## config.mk

```make
export PLATFORM = sky130hd
export DESIGN_NAME = vector_regfile
export DESIGN_NICKNAME = d
export VERILOG_FILES = /design/src/verilog/lane_pkg.sv /design/src/verilog/vector_regfile.sv
export SDC_FILE = /design/constraint.sdc
export NUM_CORES = 2
export LEC_CHECK = 0
export BUFFER_PORTS_ARGS = -buffer_cell sky130_fd_sc_hd__clkbuf_2
export CAP_MARGIN = 20
export CELL_PAD_IN_SITES_DETAIL_PLACEMENT = 1
export CELL_PAD_IN_SITES_GLOBAL_PLACEMENT = 2
export CORE_ASPECT_RATIO = 0.8
export CORE_MARGIN = 1
export CORE_UTILIZATION = 35
export CTS_BUF_LIST = sky130_fd_sc_hd__clkbuf_8
export DETAILED_ROUTE_END_ITERATION = 7
export PLACE_DENSITY_LB_ADDON = 0.1
export SYNTH_ARGS = -nofsm -noshare
export SYNTH_HDL_FRONTEND = slang
export SYNTH_SLANG_ARGS = --single-unit
```

## constraint.sdc

```tcl
create_clock -name clk_i -period 1.85 [get_ports clk_i]
set_input_delay 0.0925 -clock clk_i [delete_from_list [all_inputs] [get_ports clk_i]]
set_output_delay 0.0925 -clock clk_i [all_outputs]
set_load 0.05 [all_outputs]
```

## src/verilog/lane_pkg.sv

```systemverilog
// Vector lane package with element sizes, opcodes and the request and queue payloads
`default_nettype none

package lane_pkg;

  //////////////////////////////
  // Lane geometry
  //////////////////////////////

  localparam int unsigned ElemWidth = 32;
  localparam int unsigned NrVRegs   = 8;
  localparam int unsigned VLenElems = 8;
  localparam int unsigned VrfDepth  = NrVRegs * VLenElems;

  // Operand queue sizing, counter needs one extra bit to reach QueueDepth
  localparam int unsigned QueueDepth    = 4;
  localparam int unsigned QueuePtrWidth = $clog2(QueueDepth);
  localparam int unsigned QueueCntWidth = QueuePtrWidth + 1;

  //////////////////////////////
  // Types
  //////////////////////////////

  typedef logic [ElemWidth-1:0]         elem_t;
  typedef logic [$clog2(NrVRegs)-1:0]   vreg_t;
  typedef logic [$clog2(VLenElems)-1:0] eidx_t;
  typedef logic [$clog2(VLenElems):0]   vl_t;
  typedef logic [$clog2(VrfDepth)-1:0]  vaddr_t;

  typedef enum logic [2:0] {
    VADD  = 3'd0,
    VSUB  = 3'd1,
    VAND  = 3'd2,
    VOR   = 3'd3,
    VXOR  = 3'd4,
    VMVI  = 3'd5,
    VREAD = 3'd6
  } lane_op_e;

  // One instruction as it enters the lane
  typedef struct packed {
    lane_op_e op;
    vreg_t    vd;
    vreg_t    vs1;
    vreg_t    vs2;
    elem_t    scalar;
    vl_t      vl;
  } lane_req_t;

  // Operand pair tagged with its element index
  typedef struct packed {
    elem_t a;
    elem_t b;
    eidx_t idx;
  } opq_entry_t;

endpackage

`default_nettype wire

```

## src/verilog/vector_regfile.sv

```systemverilog
// Lane slice of the vector register file, two registered read ports and one write port
`timescale 1ns/1ps
`default_nettype none

module vector_regfile (
  input  logic             clk_i,
  input  logic             rst_ni,
  input  logic             rd_en_i,
  input  lane_pkg::vaddr_t rd_addr_a_i,
  input  lane_pkg::vaddr_t rd_addr_b_i,
  output lane_pkg::elem_t  rd_data_a_o,
  output lane_pkg::elem_t  rd_data_b_o,
  input  logic             wr_en_i,
  input  lane_pkg::vaddr_t wr_addr_i,
  input  lane_pkg::elem_t  wr_data_i
);

  import lane_pkg::*;

  // Word address is {register, element}
  elem_t mem_q [VrfDepth];

  always_ff @(posedge clk_i or negedge rst_ni) begin
    if (!rst_ni) begin
      mem_q <= '{default: '0};
    end else if (wr_en_i) begin
      mem_q[wr_addr_i] <= wr_data_i;
    end
  end

  // Reads see the array before this cycle's write
  always_ff @(posedge clk_i) begin
    if (rd_en_i) begin
      rd_data_a_o <= mem_q[rd_addr_a_i];
      rd_data_b_o <= mem_q[rd_addr_b_i];
    end
  end

endmodule

`default_nettype wire
```

==> key figures <==
Setup path
  – WP buf/inv: 1
  – FF-to-FF path depth: 6
  – CP delay by family, top: multiplexers
  – CP max stage cell: mux4_2
  – Cell count along the critical path: 6
  – Critical Path AT: 2920 ps
  – Worst r2r dst: rd_data_a_o[25]
  – Critical Path RT: 2660 ps
  – RR Startpoint: mem_q[953]
  – Most used cell, CP: mux4_2
  – CP startpoint kind: flop
  – Critical path peak fanout: 2
  – Reg2Reg Setup Slack: -260 ps
  – Setup crit end kind: flop
  – Max incr delay on CP: 520 ps
  – Critical path cell sequence: mux4_2, mux4_2, nor2_1, buf_4, a311oi_2, and3_1
  – CP Class: flop to flop

Pwr
  – Combinational power share: 21.9%
  – Clock power frac: 34.6%
  – Final Power: 131000 µW
  – Sequential share of power: 43.5%
  – Power Internal: 92700 µW
  – NetSw: 38600 µW
  – Leak pwr: 0.0638 µW
  – Peak supply drop: 713 µV
  – PD cells: 922 mW/mm²
  – Switching Share: 29.4%

CTS
  – Clock sink count: 2112
  – Inserted Clock Buffers: 385
  – Worst skew pair latency: 1050 ps
  – Clock-pin slew on the worst setup and hold paths: 70 ps
  – CTS max path bufs: 4
  – TritonCTS clock tree: built
  – Htree depth: 5
  – Clock root cell: clkbuf_8

Logic synthesis
  – Post-Syn Nets: 7050
  – Post-Synthesis Cells: 6996
  – Ys async rst share: 97.0%
  – FF+latch count, synth: 2112
  – Seq/Total Area, Yosys: 48.3%
  – Syn avg cell area: 15.7 µm²
  – Number of synthesized flops with an enable pin: 64
  – Synth unique cells: 54
  – Ys flop type: dfrtp_1
  – Mapped Area: 0.110 mm²
  – Yosys warning total: 0

Die
  – Row cnt: 183
  – Die H: 504 µm
  – Die area: 0.317 mm²
  – Core Area: 0.312 mm²
  – Ports: 118
  – Initial Util: 35.3%
  – Die W: 629 µm

Timing
  – Final Cycle Share: 114%
  – RSZ-0062 raised after global routing: yes
  – Final setup fails: 66
  – Crit path time final: 2110 ps
  – Final Max Tran Viols: 0
  – Clock Skew: 60.2 ps
  – Hold Vio Cnt, Final: 0
  – Highest clock rate: 474 MHz
  – Slew HR: 42.6%
  – Setup ws final: -259 ps
  – Final TNS setup: -4850 ps
  – Measured slew at the worst slew-check pin: 854 ps

Global route
  – Grt ovf: 0
  – Vias in the first global route: 83200
  – GR Util All Layers: 30.3%
  – Largest net degree at the start of global routing: 99
  – First-pass GRT wire length: 677 mm
  – Initial antenna violation count: 26

Placed design
  – Placer Congestion: 0.873
  – Area after DPL: 0.131 mm²
  – Hpwl dp: 341 mm
  – PortBufs: 117

Routing
  – Vias/cell: 5.93
  – Avg WL per Cell: 36.7 µm
  – DR iter-0 viols: 6569
  – Via count: 77200
  – WL final: 478 mm
  – Antenna-violating nets left: 0
  – Drt pass-1 iters: 5
  – Residual DRC count: 0

Final layout
  – Area growth from synthesis to layout: 29.5%
  – Fin nets: 8614
  – Layout cells sized above 1: 66.6%
  – Final design area excluding fillers: 0.143 mm²
  – # fillers: 30400

Min path
  – Hold Crit Depth: 4
  – Hold WC Path Type: input pin to flop
  – Min-Delay Startpoint: rd_addr_a_i[3]
  – WHS Endpoint: rd_data_a_o[16]

Status
  – Outcome: finished with violations
  – Violations in the final reports: negative setup slack

Job
  – Maxcap violations: 0
final cells by class:
type	count	area, µm²	share of cell area (%)
clock inverter	191	861	0.604
inverter	3	11.3	0.00790
sequential	2112	53200	37.3
clock buffer	491	6760	4.74
tap	4162	5210	3.65
timing repair buffer	1949	20300	14.3
multi-input combinational	4109	56200	39.4
antenna	5	12.5	0.00878
cell usage after synthesis (all sizes together) (3+ instances only):
master	n	area share (%)
a211oi	31	0.21
mux2	2099	21
or3b	5	0.040
dfrtp	2048	47
o22a	9	0.072
a221oi	89	0.71
nor3	37	0.17
nand2b	20	0.11
a31oi	4	0.023
buf	422	2.1
mux2i	88	0.80
nor2	89	0.30
clkbuf	350	1.2
a22o	56	0.45
nor4	20	0.12
and2	8	0.045
a2111oi	3	0.024
a22oi	43	0.29
o22ai	189	1.1
nor3b	3	0.020
o21ai	17	0.077
o221ai	54	0.43
edfxtp	64	1.7
a21oi	46	0.21
or2	6	0.034
mux4	1014	21
o21a	11	0.075
nor2b	51	0.29
nand3b	9	0.061
and3	10	0.057
nand3	28	0.13
nand2	54	0.18
placed cells by master, fill, tap and decap left out, drive strengths merged, types with 4 or more instances in the layout:
| cell type | count |
|---|---|
| o221ai | 54 |
| nand3b | 9 |
| o21ai | 17 |
| dlygate4sd3 | 45 |
| or3b | 5 |
| edfxtp | 64 |
| or2 | 6 |
| nor2 | 89 |
| mux2 | 2099 |
| clkinvlp | 5 |
| diode | 5 |
| a21oi | 46 |
| and2 | 8 |
| clkbuf | 568 |
| nand2b | 20 |
| mux2i | 88 |
| mux4 | 1014 |
| nand3 | 28 |
| a22o | 56 |
| a211oi | 31 |
| a31oi | 4 |
| inv | 154 |
| nor4 | 20 |
| o22ai | 189 |
| nor3 | 37 |
| nor2b | 51 |
| clkinv | 33 |
| buf | 1826 |
| o21a | 11 |
| nand2 | 54 |
| dfrtp | 2048 |
| o22a | 9 |
| a22oi | 43 |
| and3 | 10 |
| a221oi | 89 |
what timing repair did:
item,CTS,global route
pin swaps,98,59
hold buffers,48,0
setup buffers,42,12
resized for setup,468,152
hold endpoints to repair,4064,0
cloned,0,0
endpoints found under the setup margin,113,94
sequential cells by signal, indices dropped and copies added (netlist names):
register / flops
mem_q: 2048
rd_data_a_o: 32
rd_data_b_o: 32
metrics by stage:
stage                     hold WS [ps]  cells  setup slack [ps]  utilization (%)
after global placement             141  12300             -1420             42.1
final                             87.0  13000              -259             45.7
after detailed placement           138  12300             -1400             42.1
after floorplan                   -203   6996             -27.9                -
after global routing              71.7  13000              -299             45.7
after CTS                         23.6  13000              -387             45.5
power by group through the flow:
stage | registers [µW] | logic (µW) | clock network, µW
floorplan | 56600 | 15000 | 0
global placement | 57300 | 26400 | 0
detailed placement | 57800 | 27000 | 0
CTS | 57000 | 28500 | 46500
global route | 57900 | 30300 | 48500
finish | 57100 | 28800 | 45400
worst min-delay path: stages:
cell     delay [ps]
buf_2           170
buf_4           230
a32oi_1         260
and4_1          220
how the worst max path moves through the flow:
stage | startpoint | endpoint
after global placement | rd_addr_a_i[0] | rd_data_a_o[22]
after floorplan | rd_addr_b_i[0] | rd_data_b_o[28]
after CTS | rd_data_a_o[11] | rd_data_a_o[11]
after detailed placement | rd_addr_a_i[0] | rd_data_a_o[22]
final | mem_q[953] | rd_data_a_o[25]
after global routing | mem_q[953] | rd_data_a_o[25]
kinds of logic (layout without fill, tap and decap cells):
logic type / Yosys count / in the layout / synth area share (%)
buf+inv: 775 / 2634 / 3.32
simple gates: 344 / 344 / 1.59
mux: 3201 / 3201 / 43.0
other cells: 0 / 5 / 0
flops: 2112 / 2112 / 48.3
compound gates: 564 / 564 / 3.74
layer usage:
metal	vias up	routed length [µm]	GRT usage, %
met5	-	20	0
met2	2532	213000	46.3
met1	43100	215000	43.8
li1	30800	-	-
met3	725	29300	4.84
met4	2	19800	10.8
(Power assumes the default switching activity.)
