--- src/verilog/lane_pkg.sv ---
// Vector lane package with element sizes, opcodes and the request and queue payloads
`default_nettype none

package lane_pkg;

  //////////////////////////////
  // Lane geometry
  //////////////////////////////

  localparam int unsigned ElemWidth = 32;
  localparam int unsigned NrVRegs   = 8;
  localparam int unsigned VLenElems = 8;
  localparam int unsigned VrfDepth  = NrVRegs * VLenElems;

  // Operand queue sizing, counter needs one extra bit to reach QueueDepth
  localparam int unsigned QueueDepth    = 4;
  localparam int unsigned QueuePtrWidth = $clog2(QueueDepth);
  localparam int unsigned QueueCntWidth = QueuePtrWidth + 1;

  //////////////////////////////
  // Types
  //////////////////////////////

  typedef logic [ElemWidth-1:0]         elem_t;
  typedef logic [$clog2(NrVRegs)-1:0]   vreg_t;
  typedef logic [$clog2(VLenElems)-1:0] eidx_t;
  typedef logic [$clog2(VLenElems):0]   vl_t;
  typedef logic [$clog2(VrfDepth)-1:0]  vaddr_t;

  typedef enum logic [2:0] {
    VADD  = 3'd0,
    VSUB  = 3'd1,
    VAND  = 3'd2,
    VOR   = 3'd3,
    VXOR  = 3'd4,
    VMVI  = 3'd5,
    VREAD = 3'd6
  } lane_op_e;

  // One instruction as it enters the lane
  typedef struct packed {
    lane_op_e op;
    vreg_t    vd;
    vreg_t    vs1;
    vreg_t    vs2;
    elem_t    scalar;
    vl_t      vl;
  } lane_req_t;

  // Operand pair tagged with its element index
  typedef struct packed {
    elem_t a;
    elem_t b;
    eidx_t idx;
  } opq_entry_t;

endpackage

`default_nettype wire

--- src/verilog/lane_sequencer.sv ---
// Lane sequencer FSM that takes one instruction, issues its element reads and reports completion
`timescale 1ns/1ps
`default_nettype none

module lane_sequencer (
  input  logic                clk_i,
  input  logic                rst_ni,
  input  logic                req_valid_i,
  output logic                req_ready_o,
  input  lane_pkg::lane_req_t req_i,
  output lane_pkg::lane_req_t cur_req_o,
  output logic                cnt_start_o,
  input  logic                issue_last_i,
  input  logic                all_retired_i,
  input  logic                opq_credit_i,
  output logic                rd_issue_o,
  output lane_pkg::vaddr_t    rd_addr_a_o,
  output lane_pkg::vaddr_t    rd_addr_b_o,
  input  lane_pkg::eidx_t     issue_idx_i,
  output logic                done_o
);

  import lane_pkg::*;

  typedef enum logic [1:0] {
    IDLE,
    ISSUE,
    DRAIN
  } seq_state_e;

  seq_state_e state_q, state_d;
  lane_req_t  cur_req_q;

  assign req_ready_o = (state_q == IDLE);
  assign cnt_start_o = req_valid_i && req_ready_o;

  // One read per cycle while the queue has credit
  assign rd_issue_o  = (state_q == ISSUE) && opq_credit_i;
  assign rd_addr_a_o = {cur_req_q.vs1, issue_idx_i};
  assign rd_addr_b_o = {cur_req_q.vs2, issue_idx_i};

  assign done_o    = (state_q == DRAIN) && all_retired_i;
  assign cur_req_o = cur_req_q;

  always_comb begin
    state_d = state_q;
    case (state_q)
      IDLE: begin
        if (cnt_start_o) begin
          state_d = ISSUE;
        end
      end
      ISSUE: begin
        if (rd_issue_o && issue_last_i) begin
          state_d = DRAIN;
        end
      end
      DRAIN: begin
        if (all_retired_i) begin
          state_d = IDLE;
        end
      end
      default: state_d = IDLE;
    endcase
  end

  always_ff @(posedge clk_i or negedge rst_ni) begin
    if (!rst_ni) begin
      state_q <= IDLE;
    end else begin
      state_q <= state_d;
    end
  end

  // Request payload held for the whole instruction
  always_ff @(posedge clk_i) begin
    if (cnt_start_o) begin
      cur_req_q <= req_i;
    end
  end

  // Issue stops at the last element of the instruction
  a_issue_within_vl: assert property (
    @(posedge clk_i) disable iff (!rst_ni)
    rd_issue_o |-> vl_t'(issue_idx_i) < cur_req_q.vl
  );

endmodule

`default_nettype wire

--- config.mk ---
export PLATFORM = sky130hd
export DESIGN_NAME = lane_sequencer
export DESIGN_NICKNAME = d
export VERILOG_FILES = /design/src/verilog/lane_pkg.sv /design/src/verilog/lane_sequencer.sv
export SDC_FILE = /design/constraint.sdc
export NUM_CORES = 1
export LEC_CHECK = 0
export BUFFER_PORTS_ARGS = -buffer_cell sky130_fd_sc_hd__buf_2
export CAP_MARGIN = 25
export CORE_UTILIZATION = 42
export DETAILED_ROUTE_END_ITERATION = 6
export HOLD_SLACK_MARGIN = 0.1
export PLACE_DENSITY_LB_ADDON = 0.3
export SLEW_MARGIN = 0
export SYNTH_ARGS = -nofsm -noshare
export SYNTH_HDL_FRONTEND = slang
export SYNTH_SLANG_ARGS = --single-unit
--- constraint.sdc ---
create_clock -name clk_i -period 6.9 [get_ports clk_i]
set_clock_uncertainty 0.2 [all_clocks]
set_input_delay 0.69 -clock clk_i [delete_from_list [all_inputs] [get_ports clk_i]]
set_output_delay 0.69 -clock clk_i [all_outputs]
set_load 0.02 [all_outputs]
==> impl_results.md <==
- Run status: complete, no violations
- Most area-consuming cells after synthesis: sky130_fd_sc_hd__edfxtp_1 88%, sky130_fd_sc_hd__buf_4 5.5%, sky130_fd_sc_hd__dfrtp_1 3.0%
- Critical-path cell list: nor2_1 > and2_2 > buf_12 > buf_2
- Final number of hold-violating endpoints: 0
- Rel. slew slack: 80.49%
- Number of buffer and inverter instances along the worst setup path: 2
- Post-synthesis average cell area: around 23 µm²
- Wire length of the first global-routing pass: about 4.2 mm
- Class of the tightest hold or removal check: reg -> reg
- Maxcap violations: 0
- Critical setup path kind: reg -> out
- Area share of the leading cell type in the synthesized netlist: between 80 and 90%
- Total power density per cell area: between 300 and 400 nW/µm²
- Core region area: 3716 µm²
- Insertion delay of the later-clocked pin in the worst-skew pair: 0.28 ns
- IR drop worst, VDD: about 150 µV
- Slowest cell on crit path: sky130_fd_sc_hd__dfrtp_1
- Setup-failing EPs final: 0
- Wirelength, routed: 2.885 mm
- Sum of negative setup slack: 0 ns
- Final instance area: 2301 µm²
- GRT overflow: 0
- Library cell with the largest summed area after synthesis: sky130_fd_sc_hd__edfxtp_1
- Vias per inst: about 4.4
- Die width: 64.52 µm
- Buffers added on ports: around 110
- Total design power: between 0.6 and 0.7 mW
- RSZ-0062 raised after global routing: no
- Leading post-synthesis cells by instance count: 48 x sky130_fd_sc_hd__edfxtp_1, 12 x sky130_fd_sc_hd__buf_4, 3 x sky130_fd_sc_hd__nor2_1
- Via count: roughly 1,000
- Maximum operating frequency: 389.4 MHz
- Category of the worst setup path capture point: primary output
- Sequential fraction of the synthesis area: 90.85%
- Data required time of the worst path: between 6 and 7 ns
- Number of clock buffers inserted by TritonCTS: 5
- CTS tree: done
- Initial cell density of the core: between 40% and 50%
- Fraction of final layout cells with drive strength greater than 1: 66.67%
- Top_reg_cell synth: sky130_fd_sc_hd__edfxtp_1
- Top fanout value on the critical path: 39
- Layout Nets: ~240
- Vias in the first global route: between 900 and 1,000
- Number of diodes added for antenna fixing: 0
- Number of remaining DRC errors: 0
- Number of violations reported at the end of detailed-routing iteration 0: 43
- Number of levels the H-tree was split into: 2
- Clk pin slew, worst setup/hold paths: ~0.08 ns
- Final core utilization: 61.92%
- Arrival time of data at the critical path endpoint: about 1.7 ns
- Transition time of the tightest slew-check pin: between 0.2 and 0.3 ns
- Clock Sink Count: 50
- Maximum count of clock buffers along a single path: 2
- GRT Total Usage: 14.06%
- Yosys cell types: 11
- Type of origin of the critical path: flip-flop
- Die Height: 64.52 µm
- Number of cells produced by synthesis: between 70 and 80
- Synthesis-to-layout area growth: 40.17%
- Final weighted congestion of routability-driven global placement: roughly 0.7
- Number of enable-type register cells in the synthesized netlist: 48
- Row Count: 22
- Fraction of registers with async set/reset: under 10%
- Root Buffer: sky130_fd_sc_hd__clkbuf_8
- Synthesized flop and latch total: 50
- Post-DRT Antenna Nets: 0
- Final Slew Violations: 0
- I/O pin count: around 120
- Most used standard cell by instance count after synthesis: sky130_fd_sc_hd__edfxtp_1
- Syn. warnings: 0
- Detail-routed net length per standard cell: roughly 13 µm
- Fraction of the cycle the final worst path needs: between 30 and 40%
- Leakage: around 1 nW
- Cell type group with the largest total delay on the critical path: simple AND/OR/NAND/NOR gates
- Number of antenna violations at the first check in global routing: 0
- Min Tclk post-route: between 2 and 3 ns
- Die Outline Area: between 4000 and 5000 µm²
- First-pass detailed-route iteration total: 4
- Post-synth design cell area: between 1500 and 2000 µm²
- Instance area after placement: approximately 2200 µm²
- Largest net degree at the start of global routing: 50
- Synth Net Count: 129
- Largest stage delay on the critical path: ~0.44 ns
cells by family (layout without fill, tap and decap cells):
logic type,count (synthesis),after routing,share of synthesized area (%)
compound gates,2,2,0.8382
simple gates,7,7,2.592
flops,50,50,90.85
buf+inv,13,121,5.716
worst register-to-register path, cell delays in order, from the launching register on:
cell	delay, ns
sky130_fd_sc_hd__dfrtp_1	0.44
sky130_fd_sc_hd__nor2_1	0.14
sky130_fd_sc_hd__and2_2	0.34
sky130_fd_sc_hd__buf_12	0.26
registers in the layout, summed over array words and instances (netlist names):
signal	flops
cur_req_o	48
state_q	2
cell type report:
class | count | area (µm²)
Clock buffer | 5 | 68.82
Inverter | 1 | 3.754
Fill cell | 291 | 1415
Tap cell | 48 | 60.06
Timing Repair Buffer | 113 | 585.6
Multi-Input combinational cell | 9 | 57.56
Clock inverter | 2 | 33.78
Sequential cell | 50 | 1491
power by group:
part	total, mW	internal [mW]	switching (mW)
combinational	0.127	0.0429	0.0839
clock	0.186	0.105	0.0813
sequential	0.386	0.376	0.0106
total	0.699	0.523	0.176
path summary, 6_finish.rpt:
path | slack (ns) | depth (start not counted) | start | to
setup / recovery | 4.33 | 4 | state_q[0]$_DFFE_PN0P_ | cnt_start_o
hold / removal | 0.32 | 1 | state_q[1]$_DFFE_PN0P_ | state_q[0]$_DFFE_PN0P_
setup reg to reg | 5.20 | 3 | state_q[0]$_DFFE_PN0P_ | cur_req_o[15]$_DFFE_PP_
hold reg to reg | 0.32 | 1 | state_q[1]$_DFFE_PN0P_ | state_q[0]$_DFFE_PN0P_
max in group asynchronous | 5.86 | 2 | rst_ni | state_q[0]$_DFFE_PN0P_
min in group asynchronous | 0.54 | 2 | rst_ni | state_q[1]$_DFFE_PN0P_
cell usage in the layout, fill, tap and decap left out:
master / netlist / routed
sky130_fd_sc_hd__buf_2: 0 / 111
sky130_fd_sc_hd__edfxtp_1: 48 / 48
sky130_fd_sc_hd__clkbuf_8: 0 / 5
sky130_fd_sc_hd__nor2_1: 3 / 3
sky130_fd_sc_hd__dfrtp_1: 2 / 2
sky130_fd_sc_hd__and3b_2: 1 / 1
sky130_fd_sc_hd__and2_2: 0 / 1
sky130_fd_sc_hd__inv_1: 1 / 1
sky130_fd_sc_hd__nand2b_1: 1 / 1
sky130_fd_sc_hd__a311oi_1: 1 / 1
sky130_fd_sc_hd__nand4b_1: 1 / 1
sky130_fd_sc_hd__o21ai_0: 1 / 1
sky130_fd_sc_hd__clkinv_1: 0 / 1
sky130_fd_sc_hd__bufinv_16: 0 / 1
sky130_fd_sc_hd__dlygate4sd3_1: 0 / 1
sky130_fd_sc_hd__buf_12: 0 / 1
per-stage QoR:
| step | setup WS, ns | hold WS (ns) | std cells |
|---|---|---|---|
| 2_1_floorplan | 3.913 | 0.1944 | 72 |
| 3_5_place_dp | 4.033 | 0.2797 | 219 |
| 6_report | 4.332 | 0.3200 | 228 |
| 3_3_place_gp | 4.086 | 0.2651 | 219 |
| 4_1_cts | 3.924 | 0.3085 | 227 |
| 5_1_grt | 4.203 | 0.3326 | 228 |
what timing repair did:
item	CTS	global route
endpoints found under the setup margin	0	0
hold endpoints to repair	2	0
buffers inserted	0	0
resized for setup	0	0
hold buffers	1	0
layer usage:
layer	global-route usage (%)	share of wire, %	up-vias
met5	0	0	-
met4	6.111	0.90	0
met3	5.810	9.3	4
met2	25.13	54	69
met1	14.25	36	464
li1	-	-	472
No activity file was read; power rests on OpenSTA's default activity.
