==> config.mk <==
export PLATFORM = sky130hd
export DESIGN_NAME = elem_counter
export DESIGN_NICKNAME = d
export VERILOG_FILES = /design/src/verilog/lane_pkg.sv /design/src/verilog/elem_counter.sv
export SDC_FILE = /design/constraint.sdc
export NUM_CORES = 1
export LEC_CHECK = 0
export BUFFER_PORTS_ARGS = -buffer_cell sky130_fd_sc_hd__buf_2
export CAP_MARGIN = 20
export CORE_MARGIN = 1
export CORE_UTILIZATION = 50
export CTS_CLUSTER_SIZE = 14
export DETAILED_ROUTE_END_ITERATION = 8
export PLACE_DENSITY = 0.71
export SLEW_MARGIN = 20
export SYNTH_ARGS = -nofsm -noshare
export SYNTH_HDL_FRONTEND = slang
export SYNTH_SLANG_ARGS = --single-unit
==> constraint.sdc <==
create_clock -name clk_i -period 1.6 [get_ports clk_i]
set_input_delay 0.32 -clock clk_i [delete_from_list [all_inputs] [get_ports clk_i]]
set_output_delay 0.32 -clock clk_i [all_outputs]
set_load 0.01 [all_outputs]
==> src/verilog/lane_pkg.sv <==
// Vector lane package with element sizes, opcodes and the request and queue payloads
`default_nettype none

package lane_pkg;

  //////////////////////////////
  // Lane geometry
  //////////////////////////////

  localparam int unsigned ElemWidth = 32;
  localparam int unsigned NrVRegs   = 8;
  localparam int unsigned VLenElems = 8;
  localparam int unsigned VrfDepth  = NrVRegs * VLenElems;

  // Operand queue sizing, counter needs one extra bit to reach QueueDepth
  localparam int unsigned QueueDepth    = 4;
  localparam int unsigned QueuePtrWidth = $clog2(QueueDepth);
  localparam int unsigned QueueCntWidth = QueuePtrWidth + 1;

  //////////////////////////////
  // Types
  //////////////////////////////

  typedef logic [ElemWidth-1:0]         elem_t;
  typedef logic [$clog2(NrVRegs)-1:0]   vreg_t;
  typedef logic [$clog2(VLenElems)-1:0] eidx_t;
  typedef logic [$clog2(VLenElems):0]   vl_t;
  typedef logic [$clog2(VrfDepth)-1:0]  vaddr_t;

  typedef enum logic [2:0] {
    VADD  = 3'd0,
    VSUB  = 3'd1,
    VAND  = 3'd2,
    VOR   = 3'd3,
    VXOR  = 3'd4,
    VMVI  = 3'd5,
    VREAD = 3'd6
  } lane_op_e;

  // One instruction as it enters the lane
  typedef struct packed {
    lane_op_e op;
    vreg_t    vd;
    vreg_t    vs1;
    vreg_t    vs2;
    elem_t    scalar;
    vl_t      vl;
  } lane_req_t;

  // Operand pair tagged with its element index
  typedef struct packed {
    elem_t a;
    elem_t b;
    eidx_t idx;
  } opq_entry_t;

endpackage

`default_nettype wire

==> src/verilog/elem_counter.sv <==
// Element counter tracking issued and retired elements against the vector length
`timescale 1ns/1ps
`default_nettype none

module elem_counter (
  input  logic            clk_i,
  input  logic            rst_ni,
  input  logic            start_i,
  input  lane_pkg::vl_t   vl_i,
  input  logic            issue_i,
  input  logic            retire_i,
  output lane_pkg::eidx_t issue_idx_o,
  output logic            issue_last_o,
  output logic            all_retired_o
);

  import lane_pkg::*;

  vl_t vl_q;
  vl_t issue_cnt_q;
  vl_t retire_cnt_q;

  always_ff @(posedge clk_i or negedge rst_ni) begin
    if (!rst_ni) begin
      vl_q         <= '0;
      issue_cnt_q  <= '0;
      retire_cnt_q <= '0;
    end else if (start_i) begin
      vl_q         <= vl_i;
      issue_cnt_q  <= '0;
      retire_cnt_q <= '0;
    end else begin
      if (issue_i) begin
        issue_cnt_q <= issue_cnt_q + vl_t'(1);
      end
      if (retire_i) begin
        retire_cnt_q <= retire_cnt_q + vl_t'(1);
      end
    end
  end

  assign issue_idx_o   = eidx_t'(issue_cnt_q);
  assign issue_last_o  = (issue_cnt_q == vl_q - vl_t'(1));
  assign all_retired_o = (retire_cnt_q == vl_q);

  // A retire always belongs to an element issued earlier
  a_retire_after_issue: assert property (
    @(posedge clk_i) disable iff (!rst_ni)
    retire_i |-> retire_cnt_q < issue_cnt_q
  );

endmodule

`default_nettype wire

==> metrics.txt, run 1 <==
final setup vio count=2; Clock Pin Slew Worst Setup and Hold Paths=80 ps; H-tree lvl count=1; CTS Sinks=12; Placer Congestion=0.652; worst slack at placement=16.1 ps; TNS Setup=-373 ps; Crit path max-delay family=flip-flops; drt drc=0; number of global-route vias before repair=439; Synth Instances=60; post-layout instance area=805 µm²; Worst EP arrival=1540 ps; CP Cell Sequence=inv_1 > ha_1 > xnor2_1 > nor4_2 > buf_2; FMAX=539 MHz; I/O Buffers=13; Worst Hold Class=in2reg; dpl hpwl=846 µm; Rows=12; total power=0.746 mW; worst clock skew=0.242 ps; failing checks=negative setup slack; share of cells above drive strength 1=0.342; Initial Util=0.563; LEAKAGE=0.405 nW; Clock Latency Late Sink=260 ps; total number of vias=445; post-route ant nets=0; sequential-to-total area share from yosys stat=0.462; Critical Path Max Stage Delay=370 ps; antenna violations before repair=0; master of the slowest instance on the critical path=dfrtp_1; Hold Slack=273 ps; Hold Fails Final Rpt=0; first-pass GRT wire length=1870 µm; syn_nets=72; # nets final=92; CTS max path bufs=2; fin worst setup slack=-255 ps; CTS tree=yes; Yosys reg bits=12; Detailed Routing Iterations Pass 1=2; Period minus WS final=1860 ps; Die Footprint=0.00145 mm²; worst endpoint required time=1280 ps; largest net degree at the start of global routing=15; Cell Pwr Density=928 mW/mm²; Via density=4.78; IO Pins=14; final core occ=0.696; R2R setup slack=550 ps; CP endpoint kind=output pin; placed cell area=714 µm²; RSZ-0062 raised after global routing=yes; clock root buffer master=clkbuf_4; Buf/Inv on CP=2; grt ovf=0; max cap viols=0; max-slew violation count=0; CORE AREA=0.00116 mm²; Worst Tran Pin Value=271 ps; synthesis-to-layout area growth=23.7%; maximum vdd drop=0.599 mV; Iteration-0 DRC Markers=5; die height=38.1 µm; WL per Instance=12.5 µm; Worst setup SP type=register; CP Class=reg2out; Yosys cell types=16; mapped cell area=651 µm²; cell total after placement=84; Finished Layout Cells=93; Mean Syn Cell Area=10.8 µm²; total wire length=1160 µm; Die W=38.1 µm; CTS Buf Count=3; Synth Warn #=0; GRT Total Usage=0.194; Critical Path Fanout Max=3; fin crit share=1.16; Slew headroom=0.820; status=finished with violations; # diodes=0
==> synth_stat cells, drive strengths merged <==
library cell   n  area, µm²
mux2           2       22.5
mux2i          2       20.0
xnor2          8       70.1
inv            2       7.51
nor4           2       18.8
nand2          4       15.0
clkbuf         1       3.75
nor3           1       10.0
xor2           8       70.1
nor2           8       30.0
buf            3       22.5
nand4          2       12.5
ha             3       37.5
dfrtp         12        300
o21ai          2       10.0
==> logic make-up (layout without fill, tap and decap cells) <==
kind of cell	after synthesis	count (layout)	synth area share
XOR/XNOR	16	16	0.215
multiplexers	4	4	0.0654
AO/OA/AOI/OAI	2	2	0.0154
adder cells (fa/ha/maj)	3	3	0.0577
AND/OR/NAND/NOR	17	17	0.133
flip-flops	12	12	0.462
buffers and inverters	6	25	0.0519
==> worst paths after layout <==
path                                       startpoint                          end  cells past startpoint
max                               vl_q[0]$_DFFE_PN0P_                 issue_last_o                      5
min                                           vl_i[1]          vl_q[1]$_DFFE_PN0P_                      3
max reg2reg                issue_cnt_q[0]$_DFFE_PN0P_   issue_cnt_q[2]$_DFFE_PN0P_                      4
min reg2reg                issue_cnt_q[3]$_DFFE_PN0P_   issue_cnt_q[3]$_DFFE_PN0P_                      2
max in group asynchronous                      rst_ni  retire_cnt_q[0]$_DFFE_PN0P_                      2
min in group asynchronous                      rst_ni  retire_cnt_q[2]$_DFFE_PN0P_                      2
==> routing by layer <==
layer  global-route usage  part of all wire  up-vias
li1                     -                 -      231
met2                0.305              0.47       11
met3               0.0523             0.044        0
met4               0.0804                 0        0
met1                0.251              0.49      203
met5                    0                 0        -
==> flip-flops by register name (all words and copies together), names as in the netlist <==
name / count
vl_q: 4
retire_cnt_q: 4
issue_cnt_q: 4
==> worst reg2reg max path, delay by kind of cell (launching register included) <==
kind / cells / cell delay (ps)
XOR/XNOR: 1 / 150
adder cells (fa/ha/maj): 1 / 220
flip-flops: 1 / 440
AND/OR/NAND/NOR: 2 / 130
==> cell type report <==
class / count / area (µm²)
Fill cell: 95 / 352
Clock buffer: 4 / 36.3
Sequential cell: 12 / 300
Inverter: 2 / 7.51
Timing Repair Buffer: 19 / 113
Multi-Input combinational cell: 42 / 330
Tap cell: 14 / 17.5
==> where the power goes <==
part,internal (mW),switching [mW]
clock,0.138,0.100
combinational,0.0849,0.0738
sequential,0.323,0.0264
total,0.546,0.200
==> cell usage in the layout (no fill, tap or decap) <==
| master | n |
|---|---|
| xnor2_2 | 1 |
| dlygate4sd3_1 | 1 |
| mux2_2 | 2 |
| buf_4 | 5 |
| xor2_1 | 8 |
| nor3_4 | 1 |
| clkbuf_4 | 3 |
| nand4_1 | 2 |
| nor4_2 | 1 |
| nor2_1 | 8 |
| clkbuf_8 | 1 |
| buf_2 | 13 |
| xnor2_1 | 7 |
| nand2_1 | 4 |
| o21ai_0 | 2 |
| mux2i_1 | 2 |
| inv_1 | 2 |
| nor4_1 | 1 |
| dfrtp_1 | 12 |
| ha_1 | 3 |
==> what timing repair did <==
| item | 4_1_cts | 5_1_grt |
|---|---|---|
| gates resized for setup | 1 | 1 |
| endpoints found under the setup margin | 2 | 2 |
| hold buffers | 1 | 0 |
| pin swaps | 3 | 0 |
| hold endpoints to repair | 12 | 0 |
| buffers inserted | 3 | 1 |
(Power assumes the default switching activity.)
==> inputs of run 2 (changes only) <==
--- a/config.mk
+++ b/config.mk
@@ -7,11 +7,11 @@
 export LEC_CHECK = 0
 export BUFFER_PORTS_ARGS = -buffer_cell sky130_fd_sc_hd__buf_2
 export CAP_MARGIN = 20
-export CORE_MARGIN = 1
-export CORE_UTILIZATION = 50
+export CORE_AREA = 2 2 39 41
 export CTS_CLUSTER_SIZE = 14
 export DETAILED_ROUTE_END_ITERATION = 8
-export PLACE_DENSITY = 0.71
+export DIE_AREA = 0 0 41 43
+export PLACE_DENSITY = 0.7
 export SLEW_MARGIN = 20
 export SYNTH_ARGS = -nofsm -noshare
 export SYNTH_HDL_FRONTEND = slang
==> constraint.sdc (replaced) <==
create_clock -name clk_i -period 2.3 [get_ports clk_i]
set_input_delay 0.46 -clock clk_i [delete_from_list [all_inputs] [get_ports clk_i]]
set_output_delay 0.46 -clock clk_i [all_outputs]
set_load 0.01 [all_outputs]
==> run 2 against run 1 <==
The flow now finishes without violations. Core utilization down 17 points. Worst setup slack better by 480 ps. Routed wire length down 10%. Critical path depth unchanged. Critical path type unchanged. Worst hold slack worse by 210 ps. Flip-flop and latch count unchanged. Count of clock-buffer cells in the layout down 1. Global-route usage down 4.3 points. Largest cell class unchanged. Total power down 39%. Sequential share of layout area up 3.7 points.
==> metrics.txt, run 2 (synthesized netlist as in run 1, its figures left out) <==
Hold Fails Final Rpt=0 (unchanged); WL per Instance=11.9 µm (-5.2%); commonest cells after routing, fill and taps aside=buf_2 (13), dfrtp_1 (12), xor2_1 (8), xnor2_1 (8), nor2_1 (8); dpl hpwl=843 µm (-0.30%); CTS tree=yes; antenna violations before repair=0 (unchanged); Largest regs=issue_cnt_q (4), retire_cnt_q (4), vl_q (4); total power=0.452 mW (-39%); max-slew violation count=0 (unchanged); multi-input logic area=317 µm² (-4.2%); # diodes=0 (unchanged); commonest non-fill, non-tap cell in the layout=buf_2; Clock Pin Slew Worst Setup and Hold Paths=70 ps (about the same); TNS Setup=0 ps (+373 ps); fin crit share=0.900; CORE AREA=0.00138 mm² (+20%); Critical Path Fanout Max=4 (+1); Worst setup SP type=register; grt ovf=0 (unchanged); CTS max path bufs=2 (unchanged); Worst EP arrival=1610 ps (+70 ps); RSZ-0062 raised after global routing=no; cell total after placement=85 (+1.2%); max cap viols=0 (unchanged); CTS Sinks=12 (unchanged); LEAKAGE=0.362 nW (-11%); Iteration-0 DRC Markers=2 (-3); Detailed Routing Iterations Pass 1=4 (+2); r2r worst-path depth=4 (unchanged); # resized after CTS=0 (-1); die height=43 µm (+13%); Die Footprint=0.00176 mm² (+22%); # hold bufs at CTS=0 (-1); Cell Pwr Density=617 mW/mm² (-33%); status=completed; clock root buffer master=clkbuf_4; Clock Latency Late Sink=250 ps (about the same); Worst Hold Class=in2async; CTS Buf Count=3 (unchanged); Finished Layout Cells=88 (-5.4%); worst clock skew=1.83 ps (+1.59 ps); I/O Buffers=13 (unchanged); IO Pins=14 (unchanged); Worst Tran Pin Value=269 ps (-1.89 ps); GRT Total Usage=0.152 (-0.0426); Rows=14 (+2); first-pass GRT wire length=1750 µm (-6.3%); postcts setup bufs=0 (-3); synthesis-to-layout area growth=12.5%; Die W=41 µm (+7.7%); Via density=4.94 (+3.3%); register area=300 µm² (unchanged); largest net degree at the start of global routing=15 (unchanged); total wire length=1040 µm (-10%); share of cells above drive strength 1=0.278 (-0.0640); total number of vias=435 (-2.2%); post-route ant nets=0 (unchanged); CP endpoint kind=output pin; drt drc=0 (unchanged); final setup vio count=0 (-2); FMAX=483 MHz; Placer Congestion=0.698 (+7.0%); H-tree lvl count=1 (unchanged); Initial Util=0.470 (-0.0926); worst endpoint required time=1840 ps (+560 ps); Slew headroom=0.821 (+0.00126); CP Class=reg2out; number of global-route vias before repair=413 (-5.9%); maximum vdd drop=0.366 mV (-39%); Filler Cell Count=135 (+42%); Period minus WS final=2070 ps; # nets final=86 (-6.5%)
==> run 2: report_power, final <==
group,internal [mW],switching (mW)
Combinational,0.0452,0.0426
Clock,0.0602,0.0577
Sequential,0.225,0.0209
==> run 2: final timing paths <==
kind	from	to	slack, ps
worst max-delay path	vl_q[0]$_DFFE_PN0P_	issue_last_o	230
worst min-delay path	rst_ni	issue_cnt_q[0]$_DFFE_PN0P_	70
worst max register to register	issue_cnt_q[0]$_DFFE_PN0P_	issue_cnt_q[2]$_DFFE_PN0P_	1220
worst min register to register	issue_cnt_q[3]$_DFFE_PN0P_	issue_cnt_q[3]$_DFFE_PN0P_	570
max in group asynchronous	rst_ni	vl_q[0]$_DFFE_PN0P_	2020
min in group clk_i	vl_i[1]	vl_q[1]$_DFFE_PN0P_	420
==> run 2: critical path, cell delays in order (launching register included) <==
cell	delay [ps]
dfrtp_1	430
inv_1	80
ha_1	300
xnor2_1	140
nor4_2	240
buf_2	160
==> run 2: final cells by class <==
type / count / area share
Multi-Input combinational cell: 42 / 0.432
Sequential cell: 12 / 0.410
Timing Repair Buffer: 13 / 0.0889
Clock buffer: 3 / 0.0308
Tap cell: 16 / 0.0274
Inverter: 2 / 0.0103
==> run 2: per-stage QoR <==
step / hold WS (ps) / area (µm²) / setup WS [ps] / util
2_1_floorplan: 164 / 651 / 608 / -
3_3_place_gp: 351 / 709 / 564 / 0.513
3_5_place_dp: 349 / 709 / 487 / 0.513
4_1_cts: 69.7 / 732 / 203 / 0.529
5_1_grt: 74.2 / 732 / 119 / 0.529
6_report: 66.9 / 732 / 230 / 0.529
==> run 2: routing by layer <==
| metal | track usage | part of all wire | up-vias | wire length [µm] |
|---|---|---|---|---|
| met5 | 0 | 0 | - | 0 |
| met3 | 0.0471 | 0.036 | 2 | 38 |
| li1 | - | - | 220 | - |
| met1 | 0.210 | 0.47 | 205 | 495 |
| met4 | 0.0600 | 0.015 | 0 | 16 |
| met2 | 0.216 | 0.47 | 8 | 492 |
