===== config.mk =====
export PLATFORM = sky130hd
export DESIGN_NAME = operand_queue
export DESIGN_NICKNAME = d
export VERILOG_FILES = /design/src/verilog/lane_pkg.sv /design/src/verilog/operand_queue.sv
export SDC_FILE = /design/constraint.sdc
export NUM_CORES = 1
export LEC_CHECK = 0
export BUFFER_PORTS_ARGS = -buffer_cell sky130_fd_sc_hd__buf_2
export CORE_UTILIZATION = 60
export CTS_CLUSTER_DIAMETER = 30
export DETAILED_ROUTE_END_ITERATION = 6
export HOLD_SLACK_MARGIN = 0.08
export MAX_ROUTING_LAYER = met4
export PLACE_DENSITY = 0.83
export SLEW_MARGIN = 15
export SYNTH_ARGS = -nofsm -noshare
export SYNTH_HDL_FRONTEND = slang
export SYNTH_SLANG_ARGS = --single-unit

===== constraint.sdc =====
create_clock -name clk_i -period 8.3 [get_ports clk_i]
set_input_delay 0.415 -clock clk_i [delete_from_list [all_inputs] [get_ports clk_i]]
set_output_delay 0.415 -clock clk_i [all_outputs]
set_load 0.02 [all_outputs]

===== src/verilog/lane_pkg.sv =====
// Vector lane package with element sizes, opcodes and the request and queue payloads
`default_nettype none

package lane_pkg;

  //////////////////////////////
  // Lane geometry
  //////////////////////////////

  localparam int unsigned ElemWidth = 32;
  localparam int unsigned NrVRegs   = 8;
  localparam int unsigned VLenElems = 8;
  localparam int unsigned VrfDepth  = NrVRegs * VLenElems;

  // Operand queue sizing, counter needs one extra bit to reach QueueDepth
  localparam int unsigned QueueDepth    = 4;
  localparam int unsigned QueuePtrWidth = $clog2(QueueDepth);
  localparam int unsigned QueueCntWidth = QueuePtrWidth + 1;

  //////////////////////////////
  // Types
  //////////////////////////////

  typedef logic [ElemWidth-1:0]         elem_t;
  typedef logic [$clog2(NrVRegs)-1:0]   vreg_t;
  typedef logic [$clog2(VLenElems)-1:0] eidx_t;
  typedef logic [$clog2(VLenElems):0]   vl_t;
  typedef logic [$clog2(VrfDepth)-1:0]  vaddr_t;

  typedef enum logic [2:0] {
    VADD  = 3'd0,
    VSUB  = 3'd1,
    VAND  = 3'd2,
    VOR   = 3'd3,
    VXOR  = 3'd4,
    VMVI  = 3'd5,
    VREAD = 3'd6
  } lane_op_e;

  // One instruction as it enters the lane
  typedef struct packed {
    lane_op_e op;
    vreg_t    vd;
    vreg_t    vs1;
    vreg_t    vs2;
    elem_t    scalar;
    vl_t      vl;
  } lane_req_t;

  // Operand pair tagged with its element index
  typedef struct packed {
    elem_t a;
    elem_t b;
    eidx_t idx;
  } opq_entry_t;

endpackage

`default_nettype wire


===== src/verilog/operand_queue.sv =====
// Operand queue FIFO with a credit count that includes register file reads in flight
`timescale 1ns/1ps
`default_nettype none

module operand_queue (
  input  logic                 clk_i,
  input  logic                 rst_ni,
  input  logic                 alloc_i,
  input  lane_pkg::eidx_t      alloc_idx_i,
  input  lane_pkg::elem_t      rd_a_i,
  input  lane_pkg::elem_t      rd_b_i,
  output logic                 credit_o,
  output lane_pkg::opq_entry_t head_o,
  output logic                 head_valid_o,
  input  logic                 head_ready_i
);

  import lane_pkg::*;

  //////////////////////////////
  // Index pipe
  //////////////////////////////

  // Matches the one-cycle read latency of the register file
  logic  alloc_q;
  eidx_t idx_q;

  always_ff @(posedge clk_i or negedge rst_ni) begin
    if (!rst_ni) begin
      alloc_q <= 1'b0;
    end else begin
      alloc_q <= alloc_i;
    end
  end

  always_ff @(posedge clk_i) begin
    idx_q <= alloc_idx_i;
  end

  //////////////////////////////
  // FIFO storage
  //////////////////////////////

  opq_entry_t               mem_q [QueueDepth];
  opq_entry_t               push_entry;
  logic [QueuePtrWidth-1:0] wr_ptr_q, rd_ptr_q;
  logic [QueueCntWidth-1:0] count_q;
  logic                     push, pop, full;

  assign push       = alloc_q;
  assign pop        = head_valid_o && head_ready_i;
  assign full       = (count_q == QueueCntWidth'(QueueDepth));
  assign push_entry = '{a: rd_a_i, b: rd_b_i, idx: idx_q};

  assign head_valid_o = (count_q != '0);
  assign head_o       = mem_q[rd_ptr_q];

  // Read issued last cycle already owns a slot
  assign credit_o = (count_q + QueueCntWidth'(alloc_q)) < QueueCntWidth'(QueueDepth);

  always_ff @(posedge clk_i or negedge rst_ni) begin
    if (!rst_ni) begin
      wr_ptr_q <= '0;
      rd_ptr_q <= '0;
      count_q  <= '0;
    end else begin
      if (push) begin
        wr_ptr_q <= wr_ptr_q + QueuePtrWidth'(1);
      end
      if (pop) begin
        rd_ptr_q <= rd_ptr_q + QueuePtrWidth'(1);
      end
      case ({push, pop})
        2'b10:   count_q <= count_q + QueueCntWidth'(1);
        2'b01:   count_q <= count_q - QueueCntWidth'(1);
        default: count_q <= count_q;
      endcase
    end
  end

  always_ff @(posedge clk_i) begin
    if (push) begin
      mem_q[wr_ptr_q] <= push_entry;
    end
  end

  a_no_push_when_full: assert property (
    @(posedge clk_i) disable iff (!rst_ni)
    push |-> !full
  );

endmodule

`default_nettype wire


==> run summary, run 1 <==
Slew @ Worst Pin: 1.07 ns
fillers: 938
DR iter-0 viols: 279
nets@finish: 645
Tot Pwr: 4990 µW
clk sinks: 279
area of the multi-input gates: 1730 µm²
fin crit share: 39.4%
Worst R2R Setup Slack: 6.34 ns
Mapped Area: 10200 µm²
storage element area: 8320 µm²
commonest non-fill, non-tap cell in the layout: edfxtp_1
count of different cell masters after synthesis: 22
Top FF cell, synth: edfxtp_1
H-tree depth: 2
crit-path max FO: 42
die area: 17500 µm²
post-route ant nets: 0
first-pass GRT wire length: 28.1 mm
Peak supply drop: 0.255 mV
Finish-stage setup viols: 0
Hold Violations, Final: 0
Max Root-Sink Buffers: 3
hold buffer count at cts: 5
number of synthesized flops with an enable pin: 268
most frequent cells in the layout: edfxtp_1, buf_2, mux4_2, clkbuf_16, clkinv_2
CTS tree: done
via count: 4678
Final Routed Wirelength: 18.0 mm
Syn Nets: 471
Setup Buffers After CTS: 0
hpwl dp: 9.72 mm
Synth Register Bits: 279
Remaining Overflow, GRT: 0
vias per cell: 5.68
Max Cap Viol: 0
worst hold start: rd_a_i[24]
cts bufs inserted: 44
Initial Util: 61.4%
min-delay worst type: in2reg
initial antenna violation count: 1
WS Path Type: reg2out
pwr dens: 398 nW/µm²
Yosys warning total: 0
Peak Freq: 306 MHz
Hold Path Depth: 1
die height: 132 µm
vias in the first global route: 5008
Top Ports: 140
Clock Skews: 0.0148 ns
clock slew at reported path FFs: 0.06 ns
R2R Path End: mem_q[0][60]
DR WL/cell: 21.9 µm
Min Clock Period, post-route: 3.27 ns
Syn Inst Count: 394
crit path DAT: 2.86 ns
met3 wire len: 968 µm
P_leak: 0.00441 µW
hold worst-path end: mem_q[0][59]
RSZ-0062 raised after global routing: false
DR pass1 iterations: 4
Met1 Wirelength: 7.65 mm
Finished Layout Cells: 823
FFs w/ async S/R, synth: 2.87%
Total GRT Usage: 22.4%
max incr delay on CP: 0.77 ns
DR top layer: met4
slowest CP cell: dfrtp_4
Rel. slew slack: 28.5%
largest net degree at the start of global routing: 69
layout cell share with drive strength beyond 1: 47.3%
PostCTS Resize Cnt: 0
Met2 Routed Length: 9.14 mm
worst endpoint required time: 7.89 ns
Area Overhead vs Synth: 23.1%
core area: 16600 µm²
launching point of the worst reg2reg path: wr_ptr_q[0]
worst-skew pair later-pin latency: 0.51 ns
CP cell instances: buf_4 -> mux4_2 -> buf_2
Die Width: 132 µm
TNS Setup: 0 ns
design area: 12500 µm²
syn_area_per_cell: 25.8 µm²
input/output buffers: 139
Max Slew Vio Count: 0
CP Launch Type: flop
DRC: 0
gpl congestion: 0.718
Root Buffer: clkbuf_16
status: finished clean
sequential area share after synthesis: 81.6%
FF-to-FF path depth: 3
area post-placement: 11100 µm²
row count: 47
critical path capture point type: output port
placed insts: 737
[cell type report]
class | instances | area share (%)
flip-flops and latches | 279 | 66.3
multi-input cells | 92 | 13.8
clock buffers | 52 | 9.35
repair buffers | 145 | 6.01
well taps | 220 | 2.20
clock inverters | 28 | 2.07
inverters | 6 | 0.180
diodes | 1 | 0.0200
[state kept, by name (all words and copies together), names as in the netlist]
name      count
wr_ptr_q      2
mem_q       268
rd_ptr_q      2
count_q       3
idx_q         3
alloc_q       1
[cell families (layout without fill, tap and decap cells)]
group	count (synthesis)	after routing	share of synthesized area, %
DFF	279	279	81.6
muxes	68	68	14.9
buffers and inverters	23	231	1.46
and+or+nand+nor	9	9	0.467
xor gates and xnor gates	7	7	0.602
adders and majority gates	6	6	0.811
AOI/OAI and AO/OA	2	2	0.135
other	0	1	0
[worst max-delay path by stage]
stage	startpoint	endpoint	slack, ns	cells after the start
CTS	rd_ptr_q[0]	head_o[14]	4.89	3
finish	rd_ptr_q[0]	head_o[14]	5.03	3
detailed placement	rd_ptr_q[0]	head_o[20]	5.42	3
floorplan	wr_ptr_q[0]	mem_q[0][0]	5.67	3
global placement	rd_ptr_q[0]	head_o[65]	5.44	3
global route	rd_ptr_q[0]	head_o[22]	4.76	3
[power breakdown]
part | switching, µW | internal (µW) | total, µW
Combinational | 705 | 534 | 1240
Sequential | 178 | 1850 | 2030
Clock | 618 | 1110 | 1730
[layer usage]
metal / up-vias / track usage (%)
met5: - / -
met3: 23 / 4.96
met1: 2434 / 29.7
met2: 182 / 35.8
li1: 2039 / -
met4: 0 / 5.94
[stage by stage]
| stage | hold WS (ns) | util, % | setup WS [ns] |
|---|---|---|---|
| finish | 0.122 | 75.6 | 5.03 |
| global route | 0.102 | 75.6 | 4.76 |
| CTS | 0.105 | 75.6 | 4.89 |
| detailed placement | 0.269 | 66.6 | 5.42 |
| global placement | 0.264 | 66.6 | 5.44 |
| floorplan | 0.119 | - | 5.67 |
[synthesized netlist by cell type (3+ instances only)]
cell | number | area share, %
clkbuf_1 | 4 | 0.15
xor2_1 | 5 | 0.43
dfxtp_1 | 3 | 0.59
inv_1 | 6 | 0.22
ha_1 | 5 | 0.61
mux4_2 | 67 | 15
edfxtp_1 | 268 | 79
dfrtp_1 | 8 | 2.0
buf_4 | 4 | 0.29
and2_1 | 4 | 0.25
buf_2 | 6 | 0.29
[critical path: cells and delay by family, from the launching register on]
family                 cells  cell delay (ns)
buffers and inverters      2             0.94
flip-flops                 1             0.77
multiplexers               1             0.62
Power figures use the tool's default switching activity.
==> run 2, diff against run 1 <==
--- a/config.mk
+++ b/config.mk
@@ -6,12 +6,12 @@
 export NUM_CORES = 1
 export LEC_CHECK = 0
 export BUFFER_PORTS_ARGS = -buffer_cell sky130_fd_sc_hd__buf_2
-export CORE_UTILIZATION = 60
+export CORE_UTILIZATION = 57
 export CTS_CLUSTER_DIAMETER = 30
 export DETAILED_ROUTE_END_ITERATION = 6
 export HOLD_SLACK_MARGIN = 0.08
 export MAX_ROUTING_LAYER = met4
-export PLACE_DENSITY = 0.83
+export PLACE_DENSITY = 0.79
 export SLEW_MARGIN = 15
 export SYNTH_ARGS = -nofsm -noshare
 export SYNTH_HDL_FRONTEND = slang
==> constraint.sdc (replaced) <==
create_clock -name clk_i -period 3.1 [get_ports clk_i]
set_input_delay 0.155 -clock clk_i [delete_from_list [all_inputs] [get_ports clk_i]]
set_output_delay 0.155 -clock clk_i [all_outputs]
set_load 0.02 [all_outputs]
==> run 2 against run 1 <==
Count of clock-buffer cells in the layout fell by 4. Routed wire length rose by 4.6%. Core utilization rose by 0.95 points. Clock skew rose by 0.0036 ns. Largest power group unchanged.
==> run summary, run 2 (synthesis gave the netlist of run 1 again) <==
crit-path max FO: 25 (-40%)
Area Overhead vs Synth: 30.5%
vias per cell: 5.58 (-1.8%)
Max Cap Viol: 0 (unchanged)
die height: 136 µm (+2.6%)
ANT cells: 0 (-1)
first-pass GRT wire length: 28.4 mm (+0.81%)
core area: 17400 µm² (+4.7%)
min-delay worst type: in2reg
hpwl dp: 10.5 mm (+7.8%)
Max Slew Vio Count: 0 (unchanged)
row count: 48 (+2.1%)
Rel. slew slack: 55.6% (+27 points)
post-route ant nets: 0 (unchanged)
DR WL/cell: 21.0 µm (-3.9%)
gpl congestion: 0.724 (+0.81%)
Hold Violations, Final: 0 (unchanged)
Total GRT Usage: 21.7% (-0.66 points)
Peak Freq: 385 MHz
Initial Util: 58.7% (-2.7 points)
input/output buffers: 139 (unchanged)
critical path capture point type: output port
commonest non-fill, non-tap cell in the layout: edfxtp_1
status: finished clean
P_leak: 0.00471 µW (+6.7%)
RSZ-0062 raised after global routing: false
area post-placement: 11200 µm² (+1.1%)
via count: 5003 (+6.9%)
max reg flops: 268 (unchanged)
Tot Pwr: 13500 µW (+170%)
worst hold margin: 0.277 ns (+0.155 ns)
Final Routed Wirelength: 18.8 mm (+4.6%)
Remaining Overflow, GRT: 0 (unchanged)
Top Registers: mem_q (268), count_q (3), idx_q (3)
crit path DAT: 2.44 ns (-0.42 ns)
Clock Skews: 0.0185 ns (+0.00365 ns)
Min Clock Period, post-route: 2.60 ns
most frequent cells in the layout: edfxtp_1, buf_2, dlygate4sd3_1, mux4_2, clkbuf_16
clk sinks: 279 (unchanged)
Setup Buffers After CTS: 0 (unchanged)
H-tree depth: 2 (unchanged)
pwr dens: 1020 nW/µm² (+150%)
Root Buffer: clkbuf_16
DR iter-0 viols: 308 (+10%)
Die Width: 136 µm (+2.6%)
layout cell share with drive strength beyond 1: 42.8% (-4.6 points)
CTS tree: done
DRC: 0 (unchanged)
worst endpoint required time: 2.94 ns (-4.95 ns)
Finish-stage setup viols: 0 (unchanged)
Top Ports: 140 (unchanged)
fin crit share: 83.9%
nets@finish: 716 (+11%)
die area: 18400 µm² (+5.2%)
clock slew at reported path FFs: 0.05 ns (about the same)
WS Path Type: reg2out
vias in the first global route: 5296 (+5.8%)
TNS Setup: 0 ns (unchanged)
cts bufs inserted: 42 (-4.5%)
Peak supply drop: 0.771 mV (+200%)
DR pass1 iterations: 4 (unchanged)
Max Root-Sink Buffers: 3 (unchanged)
initial antenna violation count: 0 (-1)
PostCTS Resize Cnt: 0 (unchanged)
design area: 13300 µm² (+6.0%)
largest register by flop count: mem_q
worst-skew pair later-pin latency: 0.52 ns (about the same)
CP Launch Type: flop
largest net degree at the start of global routing: 42 (-39%)
Slew @ Worst Pin: 0.666 ns (-0.407 ns)
## run 2: area by class of cell
cell class,count,area [µm²]
multi-input cells,92,1730
clock inverters,28,318
repair buffers,218,1530
fillers,916,4070
flip-flops and latches,279,8320
well taps,225,282
clock buffers,48,1080
inverters,6,22.5
## run 2: routing by layer
layer	global-route usage (%)	wire length, µm
met5	-	0
met4	8.74	461
met3	3.55	1260
met1	28.4	7560
met2	34.5	9550
## run 2: where the power goes
group / switching (µW) / total [µW] / internal (µW)
Clock: 1620 / 4570 / 2950
Sequential: 397 / 5330 / 4930
Combinational: 2010 / 3580 / 1570
## run 2: repair_timing
action,4_1_cts,5_1_grt
hold endpoints to repair,270,0
hold buffers,71,0
endpoints found under the setup margin,0,0
## run 2: path summary, 6_finish.rpt
path | depth (start not counted) | slack [ns] | endpoint | start
max | 3 | 0.50 | head_o[51] | rd_ptr_q[0]
min | 2 | 0.28 | idx_q[2] | alloc_idx_i[2]
max reg2reg | 4 | 1.22 | mem_q[0][14] | wr_ptr_q[0]
min reg2reg | 0 | 0.47 | mem_q[1][0] | idx_q[0]
max in group asynchronous | 3 | 2.14 | rd_ptr_q[1] | rst_ni
min in group asynchronous | 3 | 0.63 | alloc_q | rst_ni
## run 2: worst max-delay path: stages (launching register included)
cell     delay, ns
dfrtp_4       0.74
buf_4         0.43
mux4_2        0.58
buf_2         0.18
## run 2: metrics by stage
stage	std cells	utilization [%]	setup slack, ns
3_5_place_dp	749	64.4	0.952
5_1_grt	896	76.5	0.346
2_1_floorplan	394	-	0.475
4_1_cts	896	76.5	0.409
3_3_place_gp	749	64.4	0.967
6_report	896	76.5	0.501
